===== config.mk =====
export PLATFORM = sky130hd
export DESIGN_NAME = wb_arbiter_flat
export DESIGN_NICKNAME = d
export VERILOG_FILES = /design/src/rtl/rv_pkg.sv /design/src/rtl/wb_if.sv /design/src/rtl/wb_arbiter.sv /design/src/flat_wrapper.sv
export SDC_FILE = /design/constraint.sdc
export NUM_CORES = 1
export LEC_CHECK = 0
export BUFFER_PORTS_ARGS = -buffer_cell sky130_fd_sc_hd__buf_2
export CAP_MARGIN = 20
export CORE_AREA = 2 2 155 157
export CTS_BUF_LIST = sky130_fd_sc_hd__clkbuf_16
export DETAILED_ROUTE_END_ITERATION = 7
export DIE_AREA = 0 0 157 159
export GPL_TIMING_DRIVEN = 0
export PLACE_DENSITY = 0.37
export SYNTH_ARGS = -nofsm -noshare
export SYNTH_HDL_FRONTEND = slang
export SYNTH_SLANG_ARGS = --single-unit

===== constraint.sdc =====
create_clock -name clk -period 2.6 [get_ports clk]
set_clock_uncertainty 0.05 [all_clocks]
set_input_delay 0.39 -clock clk [delete_from_list [all_inputs] [get_ports clk]]
set_output_delay 0.39 -clock clk [all_outputs]
set_load 0.02 [all_outputs]

===== src/rtl/rv_pkg.sv =====
package rv_pkg;

    // data and address width
    localparam int XLEN = 32;

    // shared ram depth in words
    localparam int RAM_WORDS = 256;
    // word index width, taken from adr[RAM_AW+1:2]
    localparam int RAM_AW = $clog2(RAM_WORDS);

    // rv32i major opcodes
    localparam logic [6:0] OP_LUI    = 7'b0110111;
    localparam logic [6:0] OP_AUIPC  = 7'b0010111;
    localparam logic [6:0] OP_JAL    = 7'b1101111;
    localparam logic [6:0] OP_JALR   = 7'b1100111;
    localparam logic [6:0] OP_BRANCH = 7'b1100011;
    localparam logic [6:0] OP_LOAD   = 7'b0000011;
    localparam logic [6:0] OP_STORE  = 7'b0100011;
    localparam logic [6:0] OP_IMM    = 7'b0010011;
    localparam logic [6:0] OP_REG    = 7'b0110011;
    localparam logic [6:0] OP_SYSTEM = 7'b1110011;

    // full system encodings
    localparam logic [XLEN-1:0] INSTR_ECALL  = 32'h0000_0073;
    localparam logic [XLEN-1:0] INSTR_EBREAK = 32'h0010_0073;

    typedef enum logic [3:0] {
        ALU_ADD,
        ALU_SUB,
        ALU_SLT,
        ALU_SLTU,
        ALU_AND,
        ALU_OR,
        ALU_XOR,
        ALU_PASS_B
    } alu_op_t;

    typedef enum logic [2:0] {
        BR_NONE,
        BR_EQ,
        BR_NE,
        BR_LT,
        BR_GE,
        BR_JUMP
    } br_kind_t;

    typedef enum logic [1:0] {
        WB_ALU,
        WB_RET,
        WB_LOAD,
        WB_NONE
    } wb_sel_t;

    typedef enum logic [2:0] {
        TRAP_NONE,
        TRAP_ECALL,
        TRAP_EBREAK,
        TRAP_MISALIGN,
        TRAP_ILLEGAL
    } trap_t;

    // one decoded instruction
    typedef struct packed {
        alu_op_t         alu_op;
        // operand a is pc instead of rs1
        logic            a_pc;
        // operand b is the immediate instead of rs2
        logic            b_imm;
        br_kind_t        br;
        logic            jalr;
        wb_sel_t         wb_sel;
        logic            reg_we;
        logic            load;
        logic            store;
        trap_t           trap;
        logic [XLEN-1:0] imm;
    } ctrl_t;

endpackage


===== src/rtl/wb_if.sv =====
`timescale 1ns/1ps

interface wb_if;

    // request side, driven by the master
    logic                    cyc;
    logic                    stb;
    logic                    we;
    logic [rv_pkg::XLEN-1:0] adr;
    logic [rv_pkg::XLEN-1:0] dat_w;

    // response side, driven by the slave
    logic [rv_pkg::XLEN-1:0] dat_r;
    logic                    ack;

    modport master (
        output cyc,
        output stb,
        output we,
        output adr,
        output dat_w,
        input  dat_r,
        input  ack
    );

    modport slave (
        input  cyc,
        input  stb,
        input  we,
        input  adr,
        input  dat_w,
        output dat_r,
        output ack
    );

endinterface


===== src/rtl/wb_arbiter.sv =====
`timescale 1ns/1ps

module wb_arbiter
(
    input logic  clk,
    input logic  rst_n,
    wb_if.slave  m0,
    wb_if.slave  m1,
    wb_if.slave  m2,
    wb_if.master s
);

    logic [2:0] req;
    logic [2:0] grant;
    logic [2:0] nxt_grant;
    logic [1:0] last;
    logic [1:0] nxt_last;
    logic       hold;

    assign req  = {m2.cyc, m1.cyc, m0.cyc};
    // granted master still in its cycle
    assign hold = |(grant & req);

    // round robin, search starts after the last winner
    always_comb
    begin
        nxt_grant = '0;
        nxt_last  = last;
        for (int k = 1; k <= 3; k++)
        begin
            if (nxt_grant == 3'b000 && req[(last + k) % 3])
            begin
                nxt_grant[(last + k) % 3] = 1'b1;
                nxt_last = 2'((last + k) % 3);
            end
        end
    end

    always_ff @(posedge clk)
    begin
        if (!rst_n)
        begin
            grant <= '0;
            // m0 wins first
            last  <= 2'd2;
        end
        else if (!hold)
        begin
            grant <= nxt_grant;
            if (nxt_grant != 3'b000)
                last <= nxt_last;
        end
    end

    // request path to the slave
    always_comb
    begin
        case (grant)
            3'b001:  {s.cyc, s.stb, s.we, s.adr, s.dat_w} = {m0.cyc, m0.stb, m0.we, m0.adr, m0.dat_w};
            3'b010:  {s.cyc, s.stb, s.we, s.adr, s.dat_w} = {m1.cyc, m1.stb, m1.we, m1.adr, m1.dat_w};
            3'b100:  {s.cyc, s.stb, s.we, s.adr, s.dat_w} = {m2.cyc, m2.stb, m2.we, m2.adr, m2.dat_w};
            default: {s.cyc, s.stb, s.we, s.adr, s.dat_w} = '0;
        endcase
    end

    // responses only to the granted master
    assign m0.ack   = grant[0] && s.ack;
    assign m1.ack   = grant[1] && s.ack;
    assign m2.ack   = grant[2] && s.ack;
    assign m0.dat_r = grant[0] ? s.dat_r : '0;
    assign m1.dat_r = grant[1] ? s.dat_r : '0;
    assign m2.dat_r = grant[2] ? s.dat_r : '0;

    a_grant_onehot: assert property (@(posedge clk) disable iff (!rst_n)
        $onehot0(grant));

    // a slave ack always finds exactly one owner
    a_ack_owner: assert property (@(posedge clk) disable iff (!rst_n)
        s.ack |-> $onehot({m2.ack, m1.ack, m0.ack}));

endmodule


===== src/flat_wrapper.sv =====
// flat-port wrapper written by rule: the top's interface ports become plain ports
module wb_arbiter_flat 
  (clk, rst_n, m0_cyc, m0_stb, m0_we, m0_adr, m0_dat_w, m0_dat_r, m0_ack, m1_cyc, m1_stb, m1_we, m1_adr, m1_dat_w, m1_dat_r, m1_ack, m2_cyc, m2_stb, m2_we, m2_adr, m2_dat_w, m2_dat_r, m2_ack, s_cyc, s_stb, s_we, s_adr, s_dat_w, s_dat_r, s_ack);
  wb_if m0_i ();
  wb_if m1_i ();
  wb_if m2_i ();
  wb_if s_i ();
  input logic clk;
  input logic rst_n;
  input wire logic [$bits(m0_i.cyc)-1:0] m0_cyc;
  input wire logic [$bits(m0_i.stb)-1:0] m0_stb;
  input wire logic [$bits(m0_i.we)-1:0] m0_we;
  input wire logic [$bits(m0_i.adr)-1:0] m0_adr;
  input wire logic [$bits(m0_i.dat_w)-1:0] m0_dat_w;
  output wire logic [$bits(m0_i.dat_r)-1:0] m0_dat_r;
  output wire logic [$bits(m0_i.ack)-1:0] m0_ack;
  input wire logic [$bits(m1_i.cyc)-1:0] m1_cyc;
  input wire logic [$bits(m1_i.stb)-1:0] m1_stb;
  input wire logic [$bits(m1_i.we)-1:0] m1_we;
  input wire logic [$bits(m1_i.adr)-1:0] m1_adr;
  input wire logic [$bits(m1_i.dat_w)-1:0] m1_dat_w;
  output wire logic [$bits(m1_i.dat_r)-1:0] m1_dat_r;
  output wire logic [$bits(m1_i.ack)-1:0] m1_ack;
  input wire logic [$bits(m2_i.cyc)-1:0] m2_cyc;
  input wire logic [$bits(m2_i.stb)-1:0] m2_stb;
  input wire logic [$bits(m2_i.we)-1:0] m2_we;
  input wire logic [$bits(m2_i.adr)-1:0] m2_adr;
  input wire logic [$bits(m2_i.dat_w)-1:0] m2_dat_w;
  output wire logic [$bits(m2_i.dat_r)-1:0] m2_dat_r;
  output wire logic [$bits(m2_i.ack)-1:0] m2_ack;
  output wire logic [$bits(s_i.cyc)-1:0] s_cyc;
  output wire logic [$bits(s_i.stb)-1:0] s_stb;
  output wire logic [$bits(s_i.we)-1:0] s_we;
  output wire logic [$bits(s_i.adr)-1:0] s_adr;
  output wire logic [$bits(s_i.dat_w)-1:0] s_dat_w;
  input wire logic [$bits(s_i.dat_r)-1:0] s_dat_r;
  input wire logic [$bits(s_i.ack)-1:0] s_ack;
  assign m0_i.cyc = m0_cyc;
  assign m0_i.stb = m0_stb;
  assign m0_i.we = m0_we;
  assign m0_i.adr = m0_adr;
  assign m0_i.dat_w = m0_dat_w;
  assign m0_dat_r = m0_i.dat_r;
  assign m0_ack = m0_i.ack;
  assign m1_i.cyc = m1_cyc;
  assign m1_i.stb = m1_stb;
  assign m1_i.we = m1_we;
  assign m1_i.adr = m1_adr;
  assign m1_i.dat_w = m1_dat_w;
  assign m1_dat_r = m1_i.dat_r;
  assign m1_ack = m1_i.ack;
  assign m2_i.cyc = m2_cyc;
  assign m2_i.stb = m2_stb;
  assign m2_i.we = m2_we;
  assign m2_i.adr = m2_adr;
  assign m2_i.dat_w = m2_dat_w;
  assign m2_dat_r = m2_i.dat_r;
  assign m2_ack = m2_i.ack;
  assign s_cyc = s_i.cyc;
  assign s_stb = s_i.stb;
  assign s_we = s_i.we;
  assign s_adr = s_i.adr;
  assign s_dat_w = s_i.dat_w;
  assign s_i.dat_r = s_dat_r;
  assign s_i.ack = s_ack;
  wb_arbiter u_core (.clk(clk), .rst_n(rst_n), .m0(m0_i), .m1(m1_i), .m2(m2_i), .s(s_i));
endmodule

Word level (Yosys, flattened, before mapping)
Index checks and enable logic that the tools add are counted.
- output and inout port bits: 166
- register bits after elaboration: 5
- word-level logic and storage cells: 61
- input bits: 236
- magnitude comparators: 6
- multiplexer cells: 26
- reductions and logical operators: 14
- divide/modulo/power cells: 3
- equal/unequal tests: 3
- $add $sub $neg: 3
- bitwise gates (word level): 4
- operators by type and width (operator ; count):
    one-hot mux 32 bit (3 select lines) ; 2
    >= comparator 32 x 1 -> 1 bit (second input constant) ; 3
    < comparator 32 x 3 -> 1 bit (second input constant) ; 3
    modulo 32 x 2 -> 32 bit (second input constant) ; 3
    two-way mux 32 bit ; 3
    two-way mux 3 bit ; 3
    one-hot mux 1 bit (3 select lines) ; 3
    logical AND 1 bit ; 8
    adder 2 x 2 -> 3 bit (second input constant) ; 2
    binary-select mux 1 bit (select 2 bit) ; 3
    demux 1 bit (select 2 bit) ; 3
    logical NOT 3 bit ; 2
    two-way mux 1 bit ; 6
    two-way mux 2 bit ; 3
    OR 3 bit ; 2
    nonzero test 3 bit ; 2
    adder 2 x 1 -> 3 bit (second input constant) ; 1
    AND 3 bit ; 1
    == test 3 x 1 -> 1 bit (second input constant) ; 1
    == test 3 x 2 -> 1 bit (second input constant) ; 1
    == test 3 bit (second input constant) ; 1
    AND reduction 3 bit ; 1
    OR reduction 3 bit ; 1
    NOT 1 bit ; 1

Depth between registers and ports, before layout
- word-level depth: 15
- gate-level depth with buffers: 9

Least setup slack after synthesis
OpenSTA, ideal clock, no wires.
- path kind: register to output
- start: register u_core.grant[2]
- end: output port s_dat_w[21]
- buffers on the path: 3
- setup slack: 390 ps
- cell stages (with the launch flop): 7
- data arrival time: 1770 ps
- cell sequence: dfxtp_1 buf_2 nor2b_1 buf_2 clkbuf_1 a22oi_1 o21ai_0
- longest elaborated chain between the ends: 2
- elaborated cells between the ends (all ways): 4
- those cells by class: 3 x eq/ne; 1 x mux
- RTL lines (element ; RTL line ; text):
    from (decl) ; wb_arbiter.sv:14 ; logic [2:0] grant;
    from (signal assigned) ; wb_arbiter.sv:49 ; grant <= nxt_grant;
    == test 3 bit (tied with other cells) ; wb_arbiter.sv:58 ; case (grant)
    one-hot mux 32 bit (3 select lines) * ; wb_arbiter.sv:58 ;
    to (decl) ; flat_wrapper.sv:35 ; output wire logic [$bits(s_i.dat_w)-1:0] s_dat_w;
Mark *: on every way between the ends. The rest lies on a longest branch, timed or not.

Worst setup path after layout
- start: register u_core.grant[2]
- end: output port s_dat_w[18]
The elaborated chain is that of the path after synthesis.

==> results by group <==
Layout
  • Fin util: between 20% and 30%
  • ANT cells: 0
  • Layout cells sized above 1: between 50 and 60%
  • Design Area, Final: 4990 um^2
  • Final #Nets: 1060
  • Layout area overhead: 105%

Placement
  • Final GP Congestion: 0.827
  • DP Area: a little under 5000 um^2
  • Hpwl dp: approximately 17000 um
  • Port Buf Inserts: 401

Worst setup path
  • CP required: between 2 and 2.5 ns
  • Worst path cell trace: buf_6 -> nor2b_4 -> buf_4 -> clkbuf_4 -> a22oi_1 -> o21ai_0 -> buf_2
  • Crit path capture type: output port
  • CP max-delay cell: dfxtp_1
  • Critical Path AT: 2.01 ns
  • Startpoint types: register
  • CP Max Fanout: 10
  • Critical path class: register to output port
  • Crit path largest cell delay: 0.36 ns

STA
  • RSZ-0062 raised after global routing: no
  • FMAX: between 400 and 500 MHz
  • Slew Viols, Final: 0
  • Post-layout min period: 2.45 ns
  • Final hold viol count: 0
  • Worst slew margin: between 50% and 60%
  • Setup tns final: 0 ns
  • Worst slew pin tran: roughly 0.65 ns
  • Min Hold Slack: around 0.34 ns
  • Tcrit/Tclk final: approximately 94%
  • # setup viols final: 0

Synthesis
  • Synth Area in Compound Gates: a little over two fifths
  • Post-synth cell types: 37
  • Post-synthesis adder-cell area fraction: just over 2%
  • Syn Area/Cell: just under 6 um^2
  • Simple-gate portion of the synthesized area: 42.4%
  • Most frequent cell after synthesis: and2_1
  • Most used DFF post-synth: dfxtp_1
  • Synth Instances: around 410
  • Synth top area share: ~26%
  • Synth cell count leaders: and2_1 (101), nand2_1 (73), o21ai_0 (73)
  • Synth Area in XOR/XNOR: 0%
  • Register area share after synthesis: between 4 and 5%
  • Post-Syn Nets: around 650
  • Synth area leader: and2_1
  • Mapped cell area: 2440 um^2
  • Largest family of logic cells by synthesized area: compound AO/OA/AOI/OAI gates
  • Synth top area cells: and2_1 (26%), a22oi_1 (21%), o21ai_0 (15%)
  • Synth warn: 0
  • Post-synth EDFFs: 0
  • Post-synthesis mux area share: less than 1%
  • #FFs+latches synth: 5
  • Post-synthesis async set-or-reset flop share: 0%

Status
  • Status: finished clean

Power
  • Switch share: between 60% and 70%
  • Peak VDD IR: about 0.00029 V
  • Combinational power share: between 90% and 100%
  • Int Power: approximately 1700 uW
  • NetSw: between 2000 and 3000 uW
  • Power consumption: about 4600 uW
  • Clock share of power: around 5.6%
  • Pwr dens: between 900 and 1000 nW/um^2
  • Sequential power share: 3.0%
  • Leakage: 0.00272 uW

Floorplanning
  • Die area: 25000 um^2
  • Row cnt: 56
  • Die W: around 160 um
  • Core area: about 23000 um^2
  • Die Ht: approximately 160 um
  • Io pins: around 400
  • Initial core utilization: a little over a tenth

Route
  • Total Wirelength: roughly 20000 um
  • DRC Markers: 0
  • Vias per Instance: about 4.1
  • DRT antenna net count: 0
  • Vias: roughly 4600
  • WL/cell: roughly 18 um
  • Pre-antenna DRT Iters: 4
  • Initial drt markers: 169

Global routing
  • Grt total ovfl: 0
  • First-pass GRT wire length: ~28000 um
  • Pin count of the biggest net entering global routing: 11
  • Vias in the first global route: 4695
  • Tot GR Track Use: about 15%
  • Initial antenna violation count: 0

Clocking
  • Deepest level of the CTS H-tree: 1
  • CTS sink count: 5
  • Root Buffer: clkbuf_16
  • CTS Buf Count: 3
  • Worst-Skew Late Latency: between 0.2 and 0.25 ns
  • CTS tree: built
  • Clk buf depth: 2
  • Clk slew on worst S/H paths: approximately 0.040 ns
  • # hold bufs at CTS: 0

Hold path
  • Hold Path Class: input pin to register

Flow run
  • Max cap viols: 0
==> through the flow <==
stage / setup slack (ns) / cells
after global placement: -0.423 / 1134
after floorplan: 0.390 / 414
after CTS: 0.0159 / 1138
final: 0.147 / 1138
after detailed placement: -0.410 / 1134
after global routing: 0.0117 / 1138
==> cell usage in the layout, fill, tap and decap left out, drive strengths merged <==
cell type / count
buf: 409
and2: 101
o21ai: 74
nand2: 73
a22oi: 67
clkbuf: 37
nor2: 8
inv: 5
dfxtp: 5
a21oi: 4
ha: 4
nor2b: 4
o21a: 3
mux2i: 2
nand3b: 2
nor3: 2
a311oi: 2
a21boi: 2
o311ai: 2
nor3b: 1
nand4bb: 1
nand4b: 1
nand2b: 1
a2bb2oi: 1
o31a: 1
o211ai: 1
a211oi: 1
o22ai: 1
a41o: 1
a31oi: 1
nand4: 1
a41oi: 1
==> path summary, 6_finish.rpt <==
check / start / end / slack (ns) / cells past startpoint
setup / recovery: u_core.grant[2] / s_dat_w[18] / 0.15 / 7
hold reg to reg: u_core.last[1] / u_core.last[1] / 0.51 / 2
hold / removal: rst_n / u_core.last[1] / 0.34 / 2
setup reg to reg: u_core.last[0] / u_core.grant[1] / 0.30 / 9
==> cell type report <==
class / count / area (um^2)
fillers: 2732 / 18200
multi-input cells: 363 / 2180
repair buffers: 401 / 2010
well taps: 319 / 399
plain buffers: 42 / 209
flip-flops and latches: 5 / 100
clock buffers: 3 / 75.1
inverters: 4 / 15.0
clock inverters: 1 / 3.75
==> state kept, by name (all words and copies together), names as in the netlist <==
signal / count
u_core.grant: 3
u_core.last: 2
==> per-layer routing <==
metal / track usage [%] / share of wire (%) / up-vias
li1: - / - / 2270
met1: 18.4 / 43 / 2085
met2: 28.2 / 50 / 270
met3: 1.66 / 6.9 / 6
met4: 1.67 / 0.39 / 0
met5: 0 / 0 / -
==> cell families after synthesis <==
family          after synthesis
simple gates                195
buf+inv                      46
fa+ha+maj                     4
mux                           2
compound gates              162
flops                         5
==> critical path, delay by kind of cell (launching register included) <==
kind,cells,cell delay (ns)
buf+inv,4,0.87
flops,1,0.36
compound gates,2,0.32
simple gates,1,0.21
==> power groups by stage <==
stage	clock network, uW	registers (uW)	logic (uW)
after floorplan	0	129	2580
after global placement	0	139	4250
after detailed placement	0	139	4210
after CTS	264	139	4290
after global routing	271	143	4620
final	258	139	4240
==> what timing repair did <==
item | in CTS | in global routing
setup endpoints to repair | 69 | 23
buffers inserted | 0 | 0
resized for setup | 27 | 11
gates cloned | 0 | 0
(Power assumes the default switching activity.)
