--- config.mk ---
export PLATFORM = sky130hd
export DESIGN_NAME = rv_core_flat
export DESIGN_NICKNAME = d
export VERILOG_FILES = /design/src/rtl/rv_pkg.sv /design/src/rtl/wb_if.sv /design/src/rtl/rv_alu.sv /design/src/rtl/rv_core.sv /design/src/rtl/rv_decode.sv /design/src/flat_wrapper.sv
export SDC_FILE = /design/constraint.sdc
export NUM_CORES = 2
export LEC_CHECK = 0
export BUFFER_PORTS_ARGS = -buffer_cell sky130_fd_sc_hd__buf_2
export CORE_AREA = 2 2 347 349
export CTS_CLUSTER_DIAMETER = 120
export DETAILED_ROUTE_END_ITERATION = 6
export DIE_AREA = 0 0 349 351
export GPL_TIMING_DRIVEN = 0
export HOLD_SLACK_MARGIN = 0.03
export PLACE_DENSITY = 0.72
export SETUP_SLACK_MARGIN = 0.15
export SLEW_MARGIN = 40
export SYNTH_ARGS = -nofsm -noshare
export SYNTH_HDL_FRONTEND = slang
export SYNTH_HIERARCHICAL = 1
export SYNTH_SLANG_ARGS = --single-unit
--- constraint.sdc ---
create_clock -name clk -period 14.42 [get_ports clk]
set_input_delay 2.884 -clock clk [delete_from_list [all_inputs] [get_ports clk]]
set_output_delay 2.884 -clock clk [all_outputs]
set_load 0.1 [all_outputs]
--- src/rtl/rv_pkg.sv ---
package rv_pkg;

    // data and address width
    localparam int XLEN = 32;

    // shared ram depth in words
    localparam int RAM_WORDS = 256;
    // word index width, taken from adr[RAM_AW+1:2]
    localparam int RAM_AW = $clog2(RAM_WORDS);

    // rv32i major opcodes
    localparam logic [6:0] OP_LUI    = 7'b0110111;
    localparam logic [6:0] OP_AUIPC  = 7'b0010111;
    localparam logic [6:0] OP_JAL    = 7'b1101111;
    localparam logic [6:0] OP_JALR   = 7'b1100111;
    localparam logic [6:0] OP_BRANCH = 7'b1100011;
    localparam logic [6:0] OP_LOAD   = 7'b0000011;
    localparam logic [6:0] OP_STORE  = 7'b0100011;
    localparam logic [6:0] OP_IMM    = 7'b0010011;
    localparam logic [6:0] OP_REG    = 7'b0110011;
    localparam logic [6:0] OP_SYSTEM = 7'b1110011;

    // full system encodings
    localparam logic [XLEN-1:0] INSTR_ECALL  = 32'h0000_0073;
    localparam logic [XLEN-1:0] INSTR_EBREAK = 32'h0010_0073;

    typedef enum logic [3:0] {
        ALU_ADD,
        ALU_SUB,
        ALU_SLT,
        ALU_SLTU,
        ALU_AND,
        ALU_OR,
        ALU_XOR,
        ALU_PASS_B
    } alu_op_t;

    typedef enum logic [2:0] {
        BR_NONE,
        BR_EQ,
        BR_NE,
        BR_LT,
        BR_GE,
        BR_JUMP
    } br_kind_t;

    typedef enum logic [1:0] {
        WB_ALU,
        WB_RET,
        WB_LOAD,
        WB_NONE
    } wb_sel_t;

    typedef enum logic [2:0] {
        TRAP_NONE,
        TRAP_ECALL,
        TRAP_EBREAK,
        TRAP_MISALIGN,
        TRAP_ILLEGAL
    } trap_t;

    // one decoded instruction
    typedef struct packed {
        alu_op_t         alu_op;
        // operand a is pc instead of rs1
        logic            a_pc;
        // operand b is the immediate instead of rs2
        logic            b_imm;
        br_kind_t        br;
        logic            jalr;
        wb_sel_t         wb_sel;
        logic            reg_we;
        logic            load;
        logic            store;
        trap_t           trap;
        logic [XLEN-1:0] imm;
    } ctrl_t;

endpackage

--- src/rtl/wb_if.sv ---
`timescale 1ns/1ps

interface wb_if;

    // request side, driven by the master
    logic                    cyc;
    logic                    stb;
    logic                    we;
    logic [rv_pkg::XLEN-1:0] adr;
    logic [rv_pkg::XLEN-1:0] dat_w;

    // response side, driven by the slave
    logic [rv_pkg::XLEN-1:0] dat_r;
    logic                    ack;

    modport master (
        output cyc,
        output stb,
        output we,
        output adr,
        output dat_w,
        input  dat_r,
        input  ack
    );

    modport slave (
        input  cyc,
        input  stb,
        input  we,
        input  adr,
        input  dat_w,
        output dat_r,
        output ack
    );

endinterface

--- src/rtl/rv_alu.sv ---
`timescale 1ns/1ps

module rv_alu
(
    input  rv_pkg::alu_op_t         i_op,
    input  logic [rv_pkg::XLEN-1:0] i_a,
    input  logic [rv_pkg::XLEN-1:0] i_b,
    input  rv_pkg::br_kind_t        i_br,
    output logic [rv_pkg::XLEN-1:0] o_result,
    output logic                    o_take
);

    logic lt_s;
    logic lt_u;

    // shared compares for slt and branches
    assign lt_s = $signed(i_a) < $signed(i_b);
    assign lt_u = i_a < i_b;

    always_comb
    begin
        case (i_op)
            rv_pkg::ALU_ADD:    o_result = i_a + i_b;
            rv_pkg::ALU_SUB:    o_result = i_a - i_b;
            rv_pkg::ALU_SLT:    o_result = {{(rv_pkg::XLEN-1){1'b0}}, lt_s};
            rv_pkg::ALU_SLTU:   o_result = {{(rv_pkg::XLEN-1){1'b0}}, lt_u};
            rv_pkg::ALU_AND:    o_result = i_a & i_b;
            rv_pkg::ALU_OR:     o_result = i_a | i_b;
            rv_pkg::ALU_XOR:    o_result = i_a ^ i_b;
            rv_pkg::ALU_PASS_B: o_result = i_b;
            default:            o_result = '0;
        endcase
    end

    // branch condition, jumps always taken
    always_comb
    begin
        case (i_br)
            rv_pkg::BR_EQ:   o_take = i_a == i_b;
            rv_pkg::BR_NE:   o_take = i_a != i_b;
            rv_pkg::BR_LT:   o_take = lt_s;
            rv_pkg::BR_GE:   o_take = !lt_s;
            rv_pkg::BR_JUMP: o_take = 1'b1;
            default:         o_take = 1'b0;
        endcase
    end

endmodule

--- src/rtl/rv_core.sv ---
`timescale 1ns/1ps

module rv_core
(
    input  logic                    clk,
    input  logic                    rst_n,
    input  logic                    i_start,
    wb_if.master                    fetch,
    wb_if.master                    data,
    output logic                    o_halted,
    output rv_pkg::trap_t           o_trap_cause,
    output logic [rv_pkg::XLEN-1:0] o_pc
);

    typedef enum logic [2:0] {
        ST_IDLE,
        ST_FETCH,
        ST_EXEC,
        ST_MEM,
        ST_HALT
    } state_t;

    state_t                  state;
    logic [rv_pkg::XLEN-1:0] pc;
    logic [rv_pkg::XLEN-1:0] instr;
    logic [rv_pkg::XLEN-1:0] regs [32];
    rv_pkg::ctrl_t           ctrl;
    logic [4:0]              rs1_addr;
    logic [4:0]              rs2_addr;
    logic [4:0]              rd_addr;
    logic [rv_pkg::XLEN-1:0] rs1_val;
    logic [rv_pkg::XLEN-1:0] rs2_val;
    logic [rv_pkg::XLEN-1:0] op_a;
    logic [rv_pkg::XLEN-1:0] op_b;
    logic [rv_pkg::XLEN-1:0] alu_res;
    logic [rv_pkg::XLEN-1:0] pc_plus4;
    logic [rv_pkg::XLEN-1:0] br_target;
    logic [rv_pkg::XLEN-1:0] wb_data;
    logic                    take;
    logic                    rd_we;
    logic                    misaligned;

    rv_decode u_rv_decode
    (
        .i_instr (instr),
        .o_ctrl  (ctrl)
    );

    rv_alu u_rv_alu
    (
        .i_op     (ctrl.alu_op),
        .i_a      (op_a),
        .i_b      (op_b),
        .i_br     (ctrl.br),
        .o_result (alu_res),
        .o_take   (take)
    );

    assign rs1_addr = instr[19:15];
    assign rs2_addr = instr[24:20];
    assign rd_addr  = instr[11:7];

    // x0 always reads zero
    assign rs1_val = (rs1_addr == 5'd0) ? '0 : regs[rs1_addr];
    assign rs2_val = (rs2_addr == 5'd0) ? '0 : regs[rs2_addr];

    assign op_a     = ctrl.a_pc ? pc : rs1_val;
    assign op_b     = ctrl.b_imm ? ctrl.imm : rs2_val;
    assign pc_plus4 = pc + 32'd4;

    // jalr target drops bit 0
    assign br_target = ctrl.jalr ? {alu_res[rv_pkg::XLEN-1:1], 1'b0} : pc + ctrl.imm;

    // word accesses only, low address bits must be zero
    assign misaligned = (ctrl.load || ctrl.store) && (alu_res[1:0] != 2'b00);
    assign rd_we      = ctrl.reg_we && (rd_addr != 5'd0);

    always_comb
    begin
        case (ctrl.wb_sel)
            rv_pkg::WB_ALU:  wb_data = alu_res;
            rv_pkg::WB_RET:  wb_data = pc_plus4;
            rv_pkg::WB_LOAD: wb_data = data.dat_r;
            default:         wb_data = '0;
        endcase
    end

    // fetch master, read only
    assign fetch.cyc   = (state == ST_FETCH);
    assign fetch.stb   = (state == ST_FETCH);
    assign fetch.we    = 1'b0;
    assign fetch.adr   = pc;
    assign fetch.dat_w = '0;

    // data master, instr and regs stay put through MEM
    assign data.cyc   = (state == ST_MEM);
    assign data.stb   = (state == ST_MEM);
    assign data.we    = ctrl.store;
    assign data.adr   = alu_res;
    assign data.dat_w = rs2_val;

    // instruction latch
    always_ff @(posedge clk)
    begin
        if (state == ST_FETCH && fetch.ack)
            instr <= fetch.dat_r;
    end

    always_ff @(posedge clk)
    begin
        if (!rst_n)
        begin
            state        <= ST_IDLE;
            pc           <= '0;
            o_trap_cause <= rv_pkg::TRAP_NONE;
            for (int i = 0; i < 32; i++)
                regs[i] <= '0;
        end
        else
        begin
            case (state)
                ST_IDLE:
                begin
                    if (i_start)
                    begin
                        pc    <= '0;
                        state <= ST_FETCH;
                    end
                end
                ST_FETCH:
                begin
                    if (fetch.ack)
                        state <= ST_EXEC;
                end
                ST_EXEC:
                begin
                    // traps leave pc on the faulting instruction
                    if (ctrl.trap != rv_pkg::TRAP_NONE)
                    begin
                        o_trap_cause <= ctrl.trap;
                        state        <= ST_HALT;
                    end
                    else if (misaligned)
                    begin
                        o_trap_cause <= rv_pkg::TRAP_MISALIGN;
                        state        <= ST_HALT;
                    end
                    else if (ctrl.load || ctrl.store)
                        state <= ST_MEM;
                    else
                    begin
                        if (rd_we)
                            regs[rd_addr] <= wb_data;
                        pc    <= take ? br_target : pc_plus4;
                        state <= ST_FETCH;
                    end
                end
                ST_MEM:
                begin
                    // load data lands with ack
                    if (data.ack)
                    begin
                        if (rd_we)
                            regs[rd_addr] <= wb_data;
                        pc    <= pc_plus4;
                        state <= ST_FETCH;
                    end
                end
                ST_HALT:
                    state <= ST_HALT;
                default:
                    state <= ST_IDLE;
            endcase
        end
    end

    assign o_halted = (state == ST_HALT);
    assign o_pc     = pc;

    // fetch address held until the ram acks
    a_fetch_steady: assert property (@(posedge clk) disable iff (!rst_n)
        (fetch.cyc && !fetch.ack) |=> $stable(fetch.adr));

    // data request held steady until ack
    a_data_steady: assert property (@(posedge clk) disable iff (!rst_n)
        (data.cyc && !data.ack) |=> $stable(data.adr) && $stable(data.we)
            && $stable(data.dat_w));

endmodule

--- src/rtl/rv_decode.sv ---
`timescale 1ns/1ps

module rv_decode
(
    input  logic [rv_pkg::XLEN-1:0] i_instr,
    output rv_pkg::ctrl_t           o_ctrl
);

    logic [6:0]              opcode;
    logic [2:0]              funct3;
    logic [6:0]              funct7;
    logic [rv_pkg::XLEN-1:0] imm_i;
    logic [rv_pkg::XLEN-1:0] imm_s;
    logic [rv_pkg::XLEN-1:0] imm_b;
    logic [rv_pkg::XLEN-1:0] imm_u;
    logic [rv_pkg::XLEN-1:0] imm_j;

    assign opcode = i_instr[6:0];
    assign funct3 = i_instr[14:12];
    assign funct7 = i_instr[31:25];

    // immediates, all sign extended from bit 31
    assign imm_i = {{20{i_instr[31]}}, i_instr[31:20]};
    assign imm_s = {{20{i_instr[31]}}, i_instr[31:25], i_instr[11:7]};
    assign imm_b = {{19{i_instr[31]}}, i_instr[31], i_instr[7], i_instr[30:25],
                    i_instr[11:8], 1'b0};
    assign imm_u = {i_instr[31:12], 12'b0};
    assign imm_j = {{11{i_instr[31]}}, i_instr[31], i_instr[19:12], i_instr[20],
                    i_instr[30:21], 1'b0};

    // instruction table
    always_comb
    begin
        o_ctrl        = '0;
        o_ctrl.alu_op = rv_pkg::ALU_ADD;
        o_ctrl.br     = rv_pkg::BR_NONE;
        o_ctrl.wb_sel = rv_pkg::WB_NONE;
        o_ctrl.trap   = rv_pkg::TRAP_NONE;
        case (opcode)
            rv_pkg::OP_LUI:
            begin
                o_ctrl.alu_op = rv_pkg::ALU_PASS_B;
                o_ctrl.b_imm  = 1'b1;
                o_ctrl.imm    = imm_u;
                o_ctrl.wb_sel = rv_pkg::WB_ALU;
                o_ctrl.reg_we = 1'b1;
            end
            rv_pkg::OP_AUIPC:
            begin
                o_ctrl.a_pc   = 1'b1;
                o_ctrl.b_imm  = 1'b1;
                o_ctrl.imm    = imm_u;
                o_ctrl.wb_sel = rv_pkg::WB_ALU;
                o_ctrl.reg_we = 1'b1;
            end
            rv_pkg::OP_JAL:
            begin
                // target is pc + imm, link is pc + 4
                o_ctrl.br     = rv_pkg::BR_JUMP;
                o_ctrl.imm    = imm_j;
                o_ctrl.wb_sel = rv_pkg::WB_RET;
                o_ctrl.reg_we = 1'b1;
            end
            rv_pkg::OP_JALR:
            begin
                // target comes from the alu, rs1 + imm
                o_ctrl.b_imm  = 1'b1;
                o_ctrl.imm    = imm_i;
                o_ctrl.br     = rv_pkg::BR_JUMP;
                o_ctrl.jalr   = 1'b1;
                o_ctrl.wb_sel = rv_pkg::WB_RET;
                o_ctrl.reg_we = 1'b1;
                if (funct3 != 3'b000)
                    o_ctrl.trap = rv_pkg::TRAP_ILLEGAL;
            end
            rv_pkg::OP_BRANCH:
            begin
                // rs1 vs rs2, compare done in the alu
                o_ctrl.alu_op = rv_pkg::ALU_SUB;
                o_ctrl.imm    = imm_b;
                case (funct3)
                    3'b000:  o_ctrl.br = rv_pkg::BR_EQ;
                    3'b001:  o_ctrl.br = rv_pkg::BR_NE;
                    3'b100:  o_ctrl.br = rv_pkg::BR_LT;
                    3'b101:  o_ctrl.br = rv_pkg::BR_GE;
                    default: o_ctrl.trap = rv_pkg::TRAP_ILLEGAL;
                endcase
            end
            rv_pkg::OP_LOAD:
            begin
                // word loads only
                o_ctrl.b_imm  = 1'b1;
                o_ctrl.imm    = imm_i;
                o_ctrl.load   = 1'b1;
                o_ctrl.wb_sel = rv_pkg::WB_LOAD;
                o_ctrl.reg_we = 1'b1;
                if (funct3 != 3'b010)
                    o_ctrl.trap = rv_pkg::TRAP_ILLEGAL;
            end
            rv_pkg::OP_STORE:
            begin
                o_ctrl.b_imm = 1'b1;
                o_ctrl.imm   = imm_s;
                o_ctrl.store = 1'b1;
                if (funct3 != 3'b010)
                    o_ctrl.trap = rv_pkg::TRAP_ILLEGAL;
            end
            rv_pkg::OP_IMM:
            begin
                // addi is the only immediate alu op here
                o_ctrl.b_imm  = 1'b1;
                o_ctrl.imm    = imm_i;
                o_ctrl.wb_sel = rv_pkg::WB_ALU;
                o_ctrl.reg_we = 1'b1;
                if (funct3 != 3'b000)
                    o_ctrl.trap = rv_pkg::TRAP_ILLEGAL;
            end
            rv_pkg::OP_REG:
            begin
                o_ctrl.wb_sel = rv_pkg::WB_ALU;
                o_ctrl.reg_we = 1'b1;
                // funct7 and funct3 together
                case ({funct7, funct3})
                    10'b0000000_000: o_ctrl.alu_op = rv_pkg::ALU_ADD;
                    10'b0100000_000: o_ctrl.alu_op = rv_pkg::ALU_SUB;
                    10'b0000000_010: o_ctrl.alu_op = rv_pkg::ALU_SLT;
                    10'b0000000_011: o_ctrl.alu_op = rv_pkg::ALU_SLTU;
                    10'b0000000_100: o_ctrl.alu_op = rv_pkg::ALU_XOR;
                    10'b0000000_110: o_ctrl.alu_op = rv_pkg::ALU_OR;
                    10'b0000000_111: o_ctrl.alu_op = rv_pkg::ALU_AND;
                    default:         o_ctrl.trap   = rv_pkg::TRAP_ILLEGAL;
                endcase
            end
            rv_pkg::OP_SYSTEM:
            begin
                if (i_instr == rv_pkg::INSTR_ECALL)
                    o_ctrl.trap = rv_pkg::TRAP_ECALL;
                else if (i_instr == rv_pkg::INSTR_EBREAK)
                    o_ctrl.trap = rv_pkg::TRAP_EBREAK;
                else
                    o_ctrl.trap = rv_pkg::TRAP_ILLEGAL;
            end
            default:
                o_ctrl.trap = rv_pkg::TRAP_ILLEGAL;
        endcase
    end

endmodule

--- src/flat_wrapper.sv ---
// flat-port wrapper written by rule: the top's interface ports become plain ports
module rv_core_flat 
  (clk, rst_n, i_start, o_halted, o_trap_cause, o_pc, fetch_cyc, fetch_stb, fetch_we, fetch_adr, fetch_dat_w, fetch_dat_r, fetch_ack, data_cyc, data_stb, data_we, data_adr, data_dat_w, data_dat_r, data_ack);
  wb_if fetch_i ();
  wb_if data_i ();
  input  logic clk;
  input  logic rst_n;
  input  logic i_start;
  output logic o_halted;
  output rv_pkg::trap_t o_trap_cause;
  output logic [rv_pkg::XLEN-1:0] o_pc;
  output wire logic [$bits(fetch_i.cyc)-1:0] fetch_cyc;
  output wire logic [$bits(fetch_i.stb)-1:0] fetch_stb;
  output wire logic [$bits(fetch_i.we)-1:0] fetch_we;
  output wire logic [$bits(fetch_i.adr)-1:0] fetch_adr;
  output wire logic [$bits(fetch_i.dat_w)-1:0] fetch_dat_w;
  input wire logic [$bits(fetch_i.dat_r)-1:0] fetch_dat_r;
  input wire logic [$bits(fetch_i.ack)-1:0] fetch_ack;
  output wire logic [$bits(data_i.cyc)-1:0] data_cyc;
  output wire logic [$bits(data_i.stb)-1:0] data_stb;
  output wire logic [$bits(data_i.we)-1:0] data_we;
  output wire logic [$bits(data_i.adr)-1:0] data_adr;
  output wire logic [$bits(data_i.dat_w)-1:0] data_dat_w;
  input wire logic [$bits(data_i.dat_r)-1:0] data_dat_r;
  input wire logic [$bits(data_i.ack)-1:0] data_ack;
  assign fetch_cyc = fetch_i.cyc;
  assign fetch_stb = fetch_i.stb;
  assign fetch_we = fetch_i.we;
  assign fetch_adr = fetch_i.adr;
  assign fetch_dat_w = fetch_i.dat_w;
  assign fetch_i.dat_r = fetch_dat_r;
  assign fetch_i.ack = fetch_ack;
  assign data_cyc = data_i.cyc;
  assign data_stb = data_i.stb;
  assign data_we = data_i.we;
  assign data_adr = data_i.adr;
  assign data_dat_w = data_i.dat_w;
  assign data_i.dat_r = data_dat_r;
  assign data_i.ack = data_ack;
  rv_core u_core (.clk(clk), .rst_n(rst_n), .i_start(i_start), .fetch(fetch_i), .data(data_i), .o_halted(o_halted), .o_trap_cause(o_trap_cause), .o_pc(o_pc));
endmodule
; After elaboration in Yosys (flattened, before gate mapping)
; Memory sizes are Yosys's and may differ from the RTL's. A register that Yosys moved wholly into a read port is not among the register bits.
; Cells that the tools add are included.
[word_totals]
wordCells = 155
ram_bits = 1024
mem_count = 1
ff_bits = 70
inputBits = 69
[classes]
mux = 60
eq_ne = 48
addsub = 4
n_reduce_logical = 32
order_cmp = 2
bitwise = 4
[memory_table]
columns = memory, depth, width, read_ports, rd_ports_with_merged_regs, write_ports, line
row1 = u_core.regs, 32, 32, 2, 2, 32, rv_core.sv:26  ; logic [rv_pkg::XLEN-1:0] regs [32];
[ops]
columns = operator, count
row1 = $mux 32, 13
row2 = $pmux 32 s8, 1
row3 = $pmux 32 s3, 2
row4 = $pmux 32 s5, 1
row5 = $add 32x32->32, 2
row6 = $lt 32x32->1, 2
row7 = $mux 3, 13
row8 = $pmux 3 s6, 2
row9 = $add 32x3->32 const B, 1
row10 = $and 32x32->32, 1
row11 = $eq 32x21->1 const B, 1
row12 = $eq 32x32->1, 1
row13 = $eq 32x7->1 const B, 1
row14 = $ne 32x32->1, 1
row15 = $or 32x32->32, 1
row16 = $reduce_or 32->1, 1
row17 = $sub 32x32->32, 1
row18 = $xor 32x32->32, 1
row19 = $eq 10x3->1 const B, 3
row20 = $eq 7x7->1 const B, 4
row21 = $eq 7x6->1 const B, 3
row22 = $eq 10x2->1 const B, 2
row23 = $mux 1, 18
row24 = $pmux 3 s3, 2
row25 = 40 further kinds, 72

; Longest topological paths before layout
[logic_depth]
word_depth = 16
mapped_depth = 29
ltp_nobuf = 22

; By module
; Netlist, hierarchy kept.
[by_module_without_submodules]
columns = module, seq_area_each_um2, instances, area_each_um2, cells_per_inst
row1 = rv_core, 32671.3, 1, 58976.6, 4141
row2 = rv_alu, 0.0, 1, 5165.0, 777
row3 = rv_decode, 0.0, 1, 899.6, 135

; Worst setup path before layout
; No wires, ideal clock.
[synth_path]
path_kind = flip-flop to output port
start = reg (tool-made name)
end = out data_adr[13]
stages_incl_launch_ff = 20
path_buffers = 4
arrival_ns = 7.737
required_time_ns = 11.536
path_slack_ns = 3.799
path_cell_list = dfxtp_1 buf_2 clkbuf_1 clkbuf_1 mux4_2 mux4_2 nand2_1 a21oi_1 mux2_2 inv_1 ha_1 buf_2 nor4_1 o21ai_1 nand4_1 a21boi_0 o31a_1 mux2_2 o211a_1 o21ai_0
[synth_rtl]
columns = element, line
row1 = end: declaration, flat_wrapper.sv:22  ; output wire logic [$bits(data_i.adr)-1:0] data_adr;

==> metrics.md <==
| Metric | Value |
|---|---|
| Status | `finished, violations left` |
| Failing checks | `design-rule violations` |
| H-tree levels | `3` |
| Worst EP required | `11.54 ns` |
| DP Area | `69290 µm²` |
| Finished Cell Area | `73330 µm²` |
| Mux contribution to synthesized area | `24.05%` |
| # hold bufs at CTS | `0` |
| Die Width | `349 µm` |
| Worst slew margin | `32.76%` |
| Worst Reg-to-Reg Cells | `25` |
| Synthesized area | `65040 µm²` |
| Number of buffers created by CTS | `around 110` |
| Post-synth ARST share | `0%` |
| Largest family of logic cells by synthesized area | `multiplexers` |
| Max VDD drop | `0.1132 mV` |
| Bufs on Longest Clock Path | `3` |
| Syn Area/Cell | `12.87 µm²` |
| Final setup fails | `0` |
| Initial Util | `54.65%` |
| Crit path launch type | `register` |
| Drt wl/cell | `approximately 37 µm` |
| First-pass GRT wire length | `365500 µm` |
| Io pins | `239` |
| Worst Hold Launch | `u_core/o_trap_cause[2]$_SDFFE_PN0P_` |
| Detailed Routing Iterations Pass 1 | `7` |
| I/O Buffers | `204` |
| Total of max-cap violations | `0` |
| GPL Wtd Cong | `approximately 1.1` |
| Clk sinks | `1104` |
| Skew-Pair Late Insertion Delay | `roughly 0.75 ns` |
| Setup CP Type | `register to output port` |
| Static Leak | `25.92 nW` |
| Post-CTS Setup Inserts | `0` |
| Post-route ant nets | `0` |
| Via count | `51254` |
| Total Nets Final | `5679` |
| Post-cts resize count | `0` |
| Main synth FF type | `edfxtp_1` |
| Crit path max fanout | `10` |
| Simple-Gate Fraction of Synth Area | `10.83%` |
| Compound-Gate Fraction of Synth Area | `6.985%` |
| Initial antenna violation count | `17` |
| Slew Limit Fails | `0` |
| Initial DRC count | `9048` |
| Clock slew at reported path FFs | `~0.060 ns` |
| Pwr/cell area | `133.1 nW/µm²` |
| FF-to-FF End | `u_core/fetch.adr[27]$_SDFFE_PN0P_` |
| Clock period minus worst slack | `12.22 ns` |
| Yosys warning count | `6` |
| Setup TNS | `0 ns` |
| Adder-Cell Fraction of Synth Area | `under 10%` |
| Seq/Total Area, Yosys | `50.23%` |
| Die Span Y | `351 µm` |
| Synth cell types | `between 100 and 150` |
| Final Hold Violating Endpoints | `0` |
| Worst R2R Setup Slack | `4.68 ns` |
| Syn-to-layout area delta | `12.74%` |
| Post-route DRC violation count | `15` |
| Post-synth EDFFs | `1056` |
| Xor/xnor share of the synthesized area | `0.8618%` |
| Slew @ Worst Pin | `1.009 ns` |
| Peak Freq | `81.81 MHz` |
| Final WL | `263900 µm` |
| HPWL Detailed | `~200000 µm` |
| Worst clock skew | `0.05411 ns` |
| CP endpoint kind | `output port` |
| CTS tree | `yes` |
| Largest net degree at the start of global routing | `33` |
| RSZ-0062 raised after global routing | `no` |
| Vias in the first global route | `50302` |
| CP arrival | `9.34 ns` |
| Post-synthesis register bit count | `1104` |
| DIE AREA | `between 100000 and 150000 µm²` |
| Share of layout cells above drive strength 1 | `25.79%` |
| Storage element area | `roughly 33000 µm²` |
| Min-Delay Path Depth | `2` |
| # fillers | `9053` |
| Final worst-path cycle share | `roughly 85%` |
| Vias per std cell | `7.172` |
| Multi-input logic area | `30090 µm²` |
| Global-route usage over all layers | `43.04%` |
| Post-synthesis cell count | `5053` |
| CTS root buffer | `clkbuf_16` |
| Worst hold endpoint | `u_core/o_trap_cause[2]$_SDFFE_PN0P_` |
| Num rows | `127` |
| Remaining Overflow, GRT | `0` |
| HP Class | `register to register` |
| Core footprint | `119000 µm²` |
==> through the flow <==
| step | hold slack (ns) | power, W | std cells | utilization, % | worst slack (ns) |
|---|---|---|---|---|---|
| finish | 0.5135 | 0.009759 | 7146 | 61.61 | 2.197 |
| global route | 0.5325 | 0.009951 | 7125 | 61.57 | 2.412 |
| CTS | 0.5082 | 0.009638 | 7117 | 61.46 | 2.813 |
| detailed placement | 0.4943 | 0.006603 | 6903 | 58.22 | 3.609 |
| global placement | 0.4880 | 0.006562 | 6869 | 57.34 | 2.651 |
| floorplan | 0.5180 | 0.005731 | 5117 | - | 3.799 |
==> cell usage after synthesis (21+ instances only) <==
library cell	instances	area, µm²
nor2_1	1143	4290
edfxtp_1	1056	31710
mux4_2	640	14410
clkbuf_1	358	1344
nand2_1	212	795.8
a21oi_1	200	1001
o21ai_0	154	770.7
ha_1	130	1627
inv_1	105	394.1
buf_4	74	555.5
mux2i_1	72	720.7
buf_2	69	345.3
nand2b_1	51	319.1
a21o_1	50	375.4
nand3_1	49	245.2
dfxtp_1	48	960.9
mux2_2	44	495.5
nor3_1	40	200.2
xor2_1	33	289.0
xnor2_1	31	271.5
and3_1	26	162.7
o211ai_1	26	195.2
a221oi_1	24	210.2
nand4_1	24	150.1
a22oi_1	23	172.7
buf_1	21	78.83
==> flip-flops by register name, indices dropped and copies added, names as in the netlist, named ones only <==
signal,count
u_core/instr,32
u_core/regs,1024
u_core/fetch.adr,32
u_core/o_trap_cause,3
u_core/state,3
==> area by class of cell <==
cell class	instances	share of cell area, %
Clock inverter	58	0.9453
Multi-Input combinational cell	3369	41.04
Antenna cell	23	0.07849
Sequential cell	1104	44.55
Buffer	536	3.517
Timing Repair Buffer	244	2.361
Clock buffer	156	4.313
Tap cell	1548	2.641
Inverter	108	0.5528
==> how the worst max path moves through the flow <==
stage | from | endpoint | cells past startpoint | slack (ns)
5_1_grt | register | data_adr[31] | 20 | 2.41
6_report | register | data_adr[31] | 20 | 2.20
3_5_place_dp | register | data_adr[25] | 21 | 3.61
3_3_place_gp | register | data_adr[25] | 21 | 2.65
2_1_floorplan | register | data_adr[13] | 19 | 3.80
4_1_cts | register | data_adr[25] | 21 | 2.81
==> cell usage in the layout (no fill, tap or decap), drive strengths merged, types with 12 or more instances in the layout <==
master	Yosys	final
nand3	49	49
nor3	44	44
o22a	19	19
mux4	640	640
nand2b	51	51
or3	15	15
and2	15	15
dfxtp	48	48
o21ai	161	161
a22oi	23	23
nor2b	16	16
edfxtp	1056	1056
mux2i	72	72
o211ai	26	26
o31ai	20	20
mux2	45	45
a31oi	12	12
o21bai	19	19
nand4	24	24
bufinv	0	14
xnor2	31	31
clkinv	1	36
nand2	212	212
a21oi	200	200
xor2	33	33
clkbuf	359	520
a221oi	26	26
diode	0	23
buf	177	416
and3	26	26
nor2	1145	1145
ha	130	130
nor4	22	22
a21o	51	51
inv	107	110
conb	2	66
a211oi	18	18
==> logic make-up after synthesis <==
group                    Yosys count
multiplexers                     757
XOR/XNOR                          64
buffers and inverters            644
other                              2
adder cells (fa/ha/maj)          133
AO/OA/AOI/OAI                    683
flip-flops                      1104
AND/OR/NAND/NOR                 1666
==> worst max-delay path, cell delays in order (launching register included) <==
cell       delay (ns)
dfxtp_1          0.69
buf_2            0.43
clkbuf_2         0.64
clkbuf_1         0.68
mux4_2           0.36
mux4_2           0.23
nand2_1          0.06
a21oi_1          0.69
mux2_2           0.35
inv_1            0.07
ha_1             0.26
clkbuf_1         0.47
nor4_1           0.27
a21boi_0         0.23
nor3_2           0.73
a41oi_2          0.43
a2111oi_2        0.54
a2bb2oi_2        0.19
xnor2_1          0.08
o21ai_1          0.60
buf_2            0.56
==> power by group <==
| part | leakage, nW | internal, W | switching, W |
|---|---|---|---|
| logic | 12.8 | 0.000880 | 0.00206 |
| clock network | 1.87 | 0.00178 | 0.00130 |
| registers | 11.2 | 0.00363 | 0.000104 |
==> layer usage <==
layer	GRT usage [%]	vias to the layer above	wire length (µm)	share of wire, %
li1	-	20030	-	-
met1	48.20	25271	80460	30
met2	66.77	4641	120400	46
met3	17.56	1304	39660	15
met4	31.19	8	23340	8.8
met5	0	-	56	0.021
(Power assumes the default switching activity.)
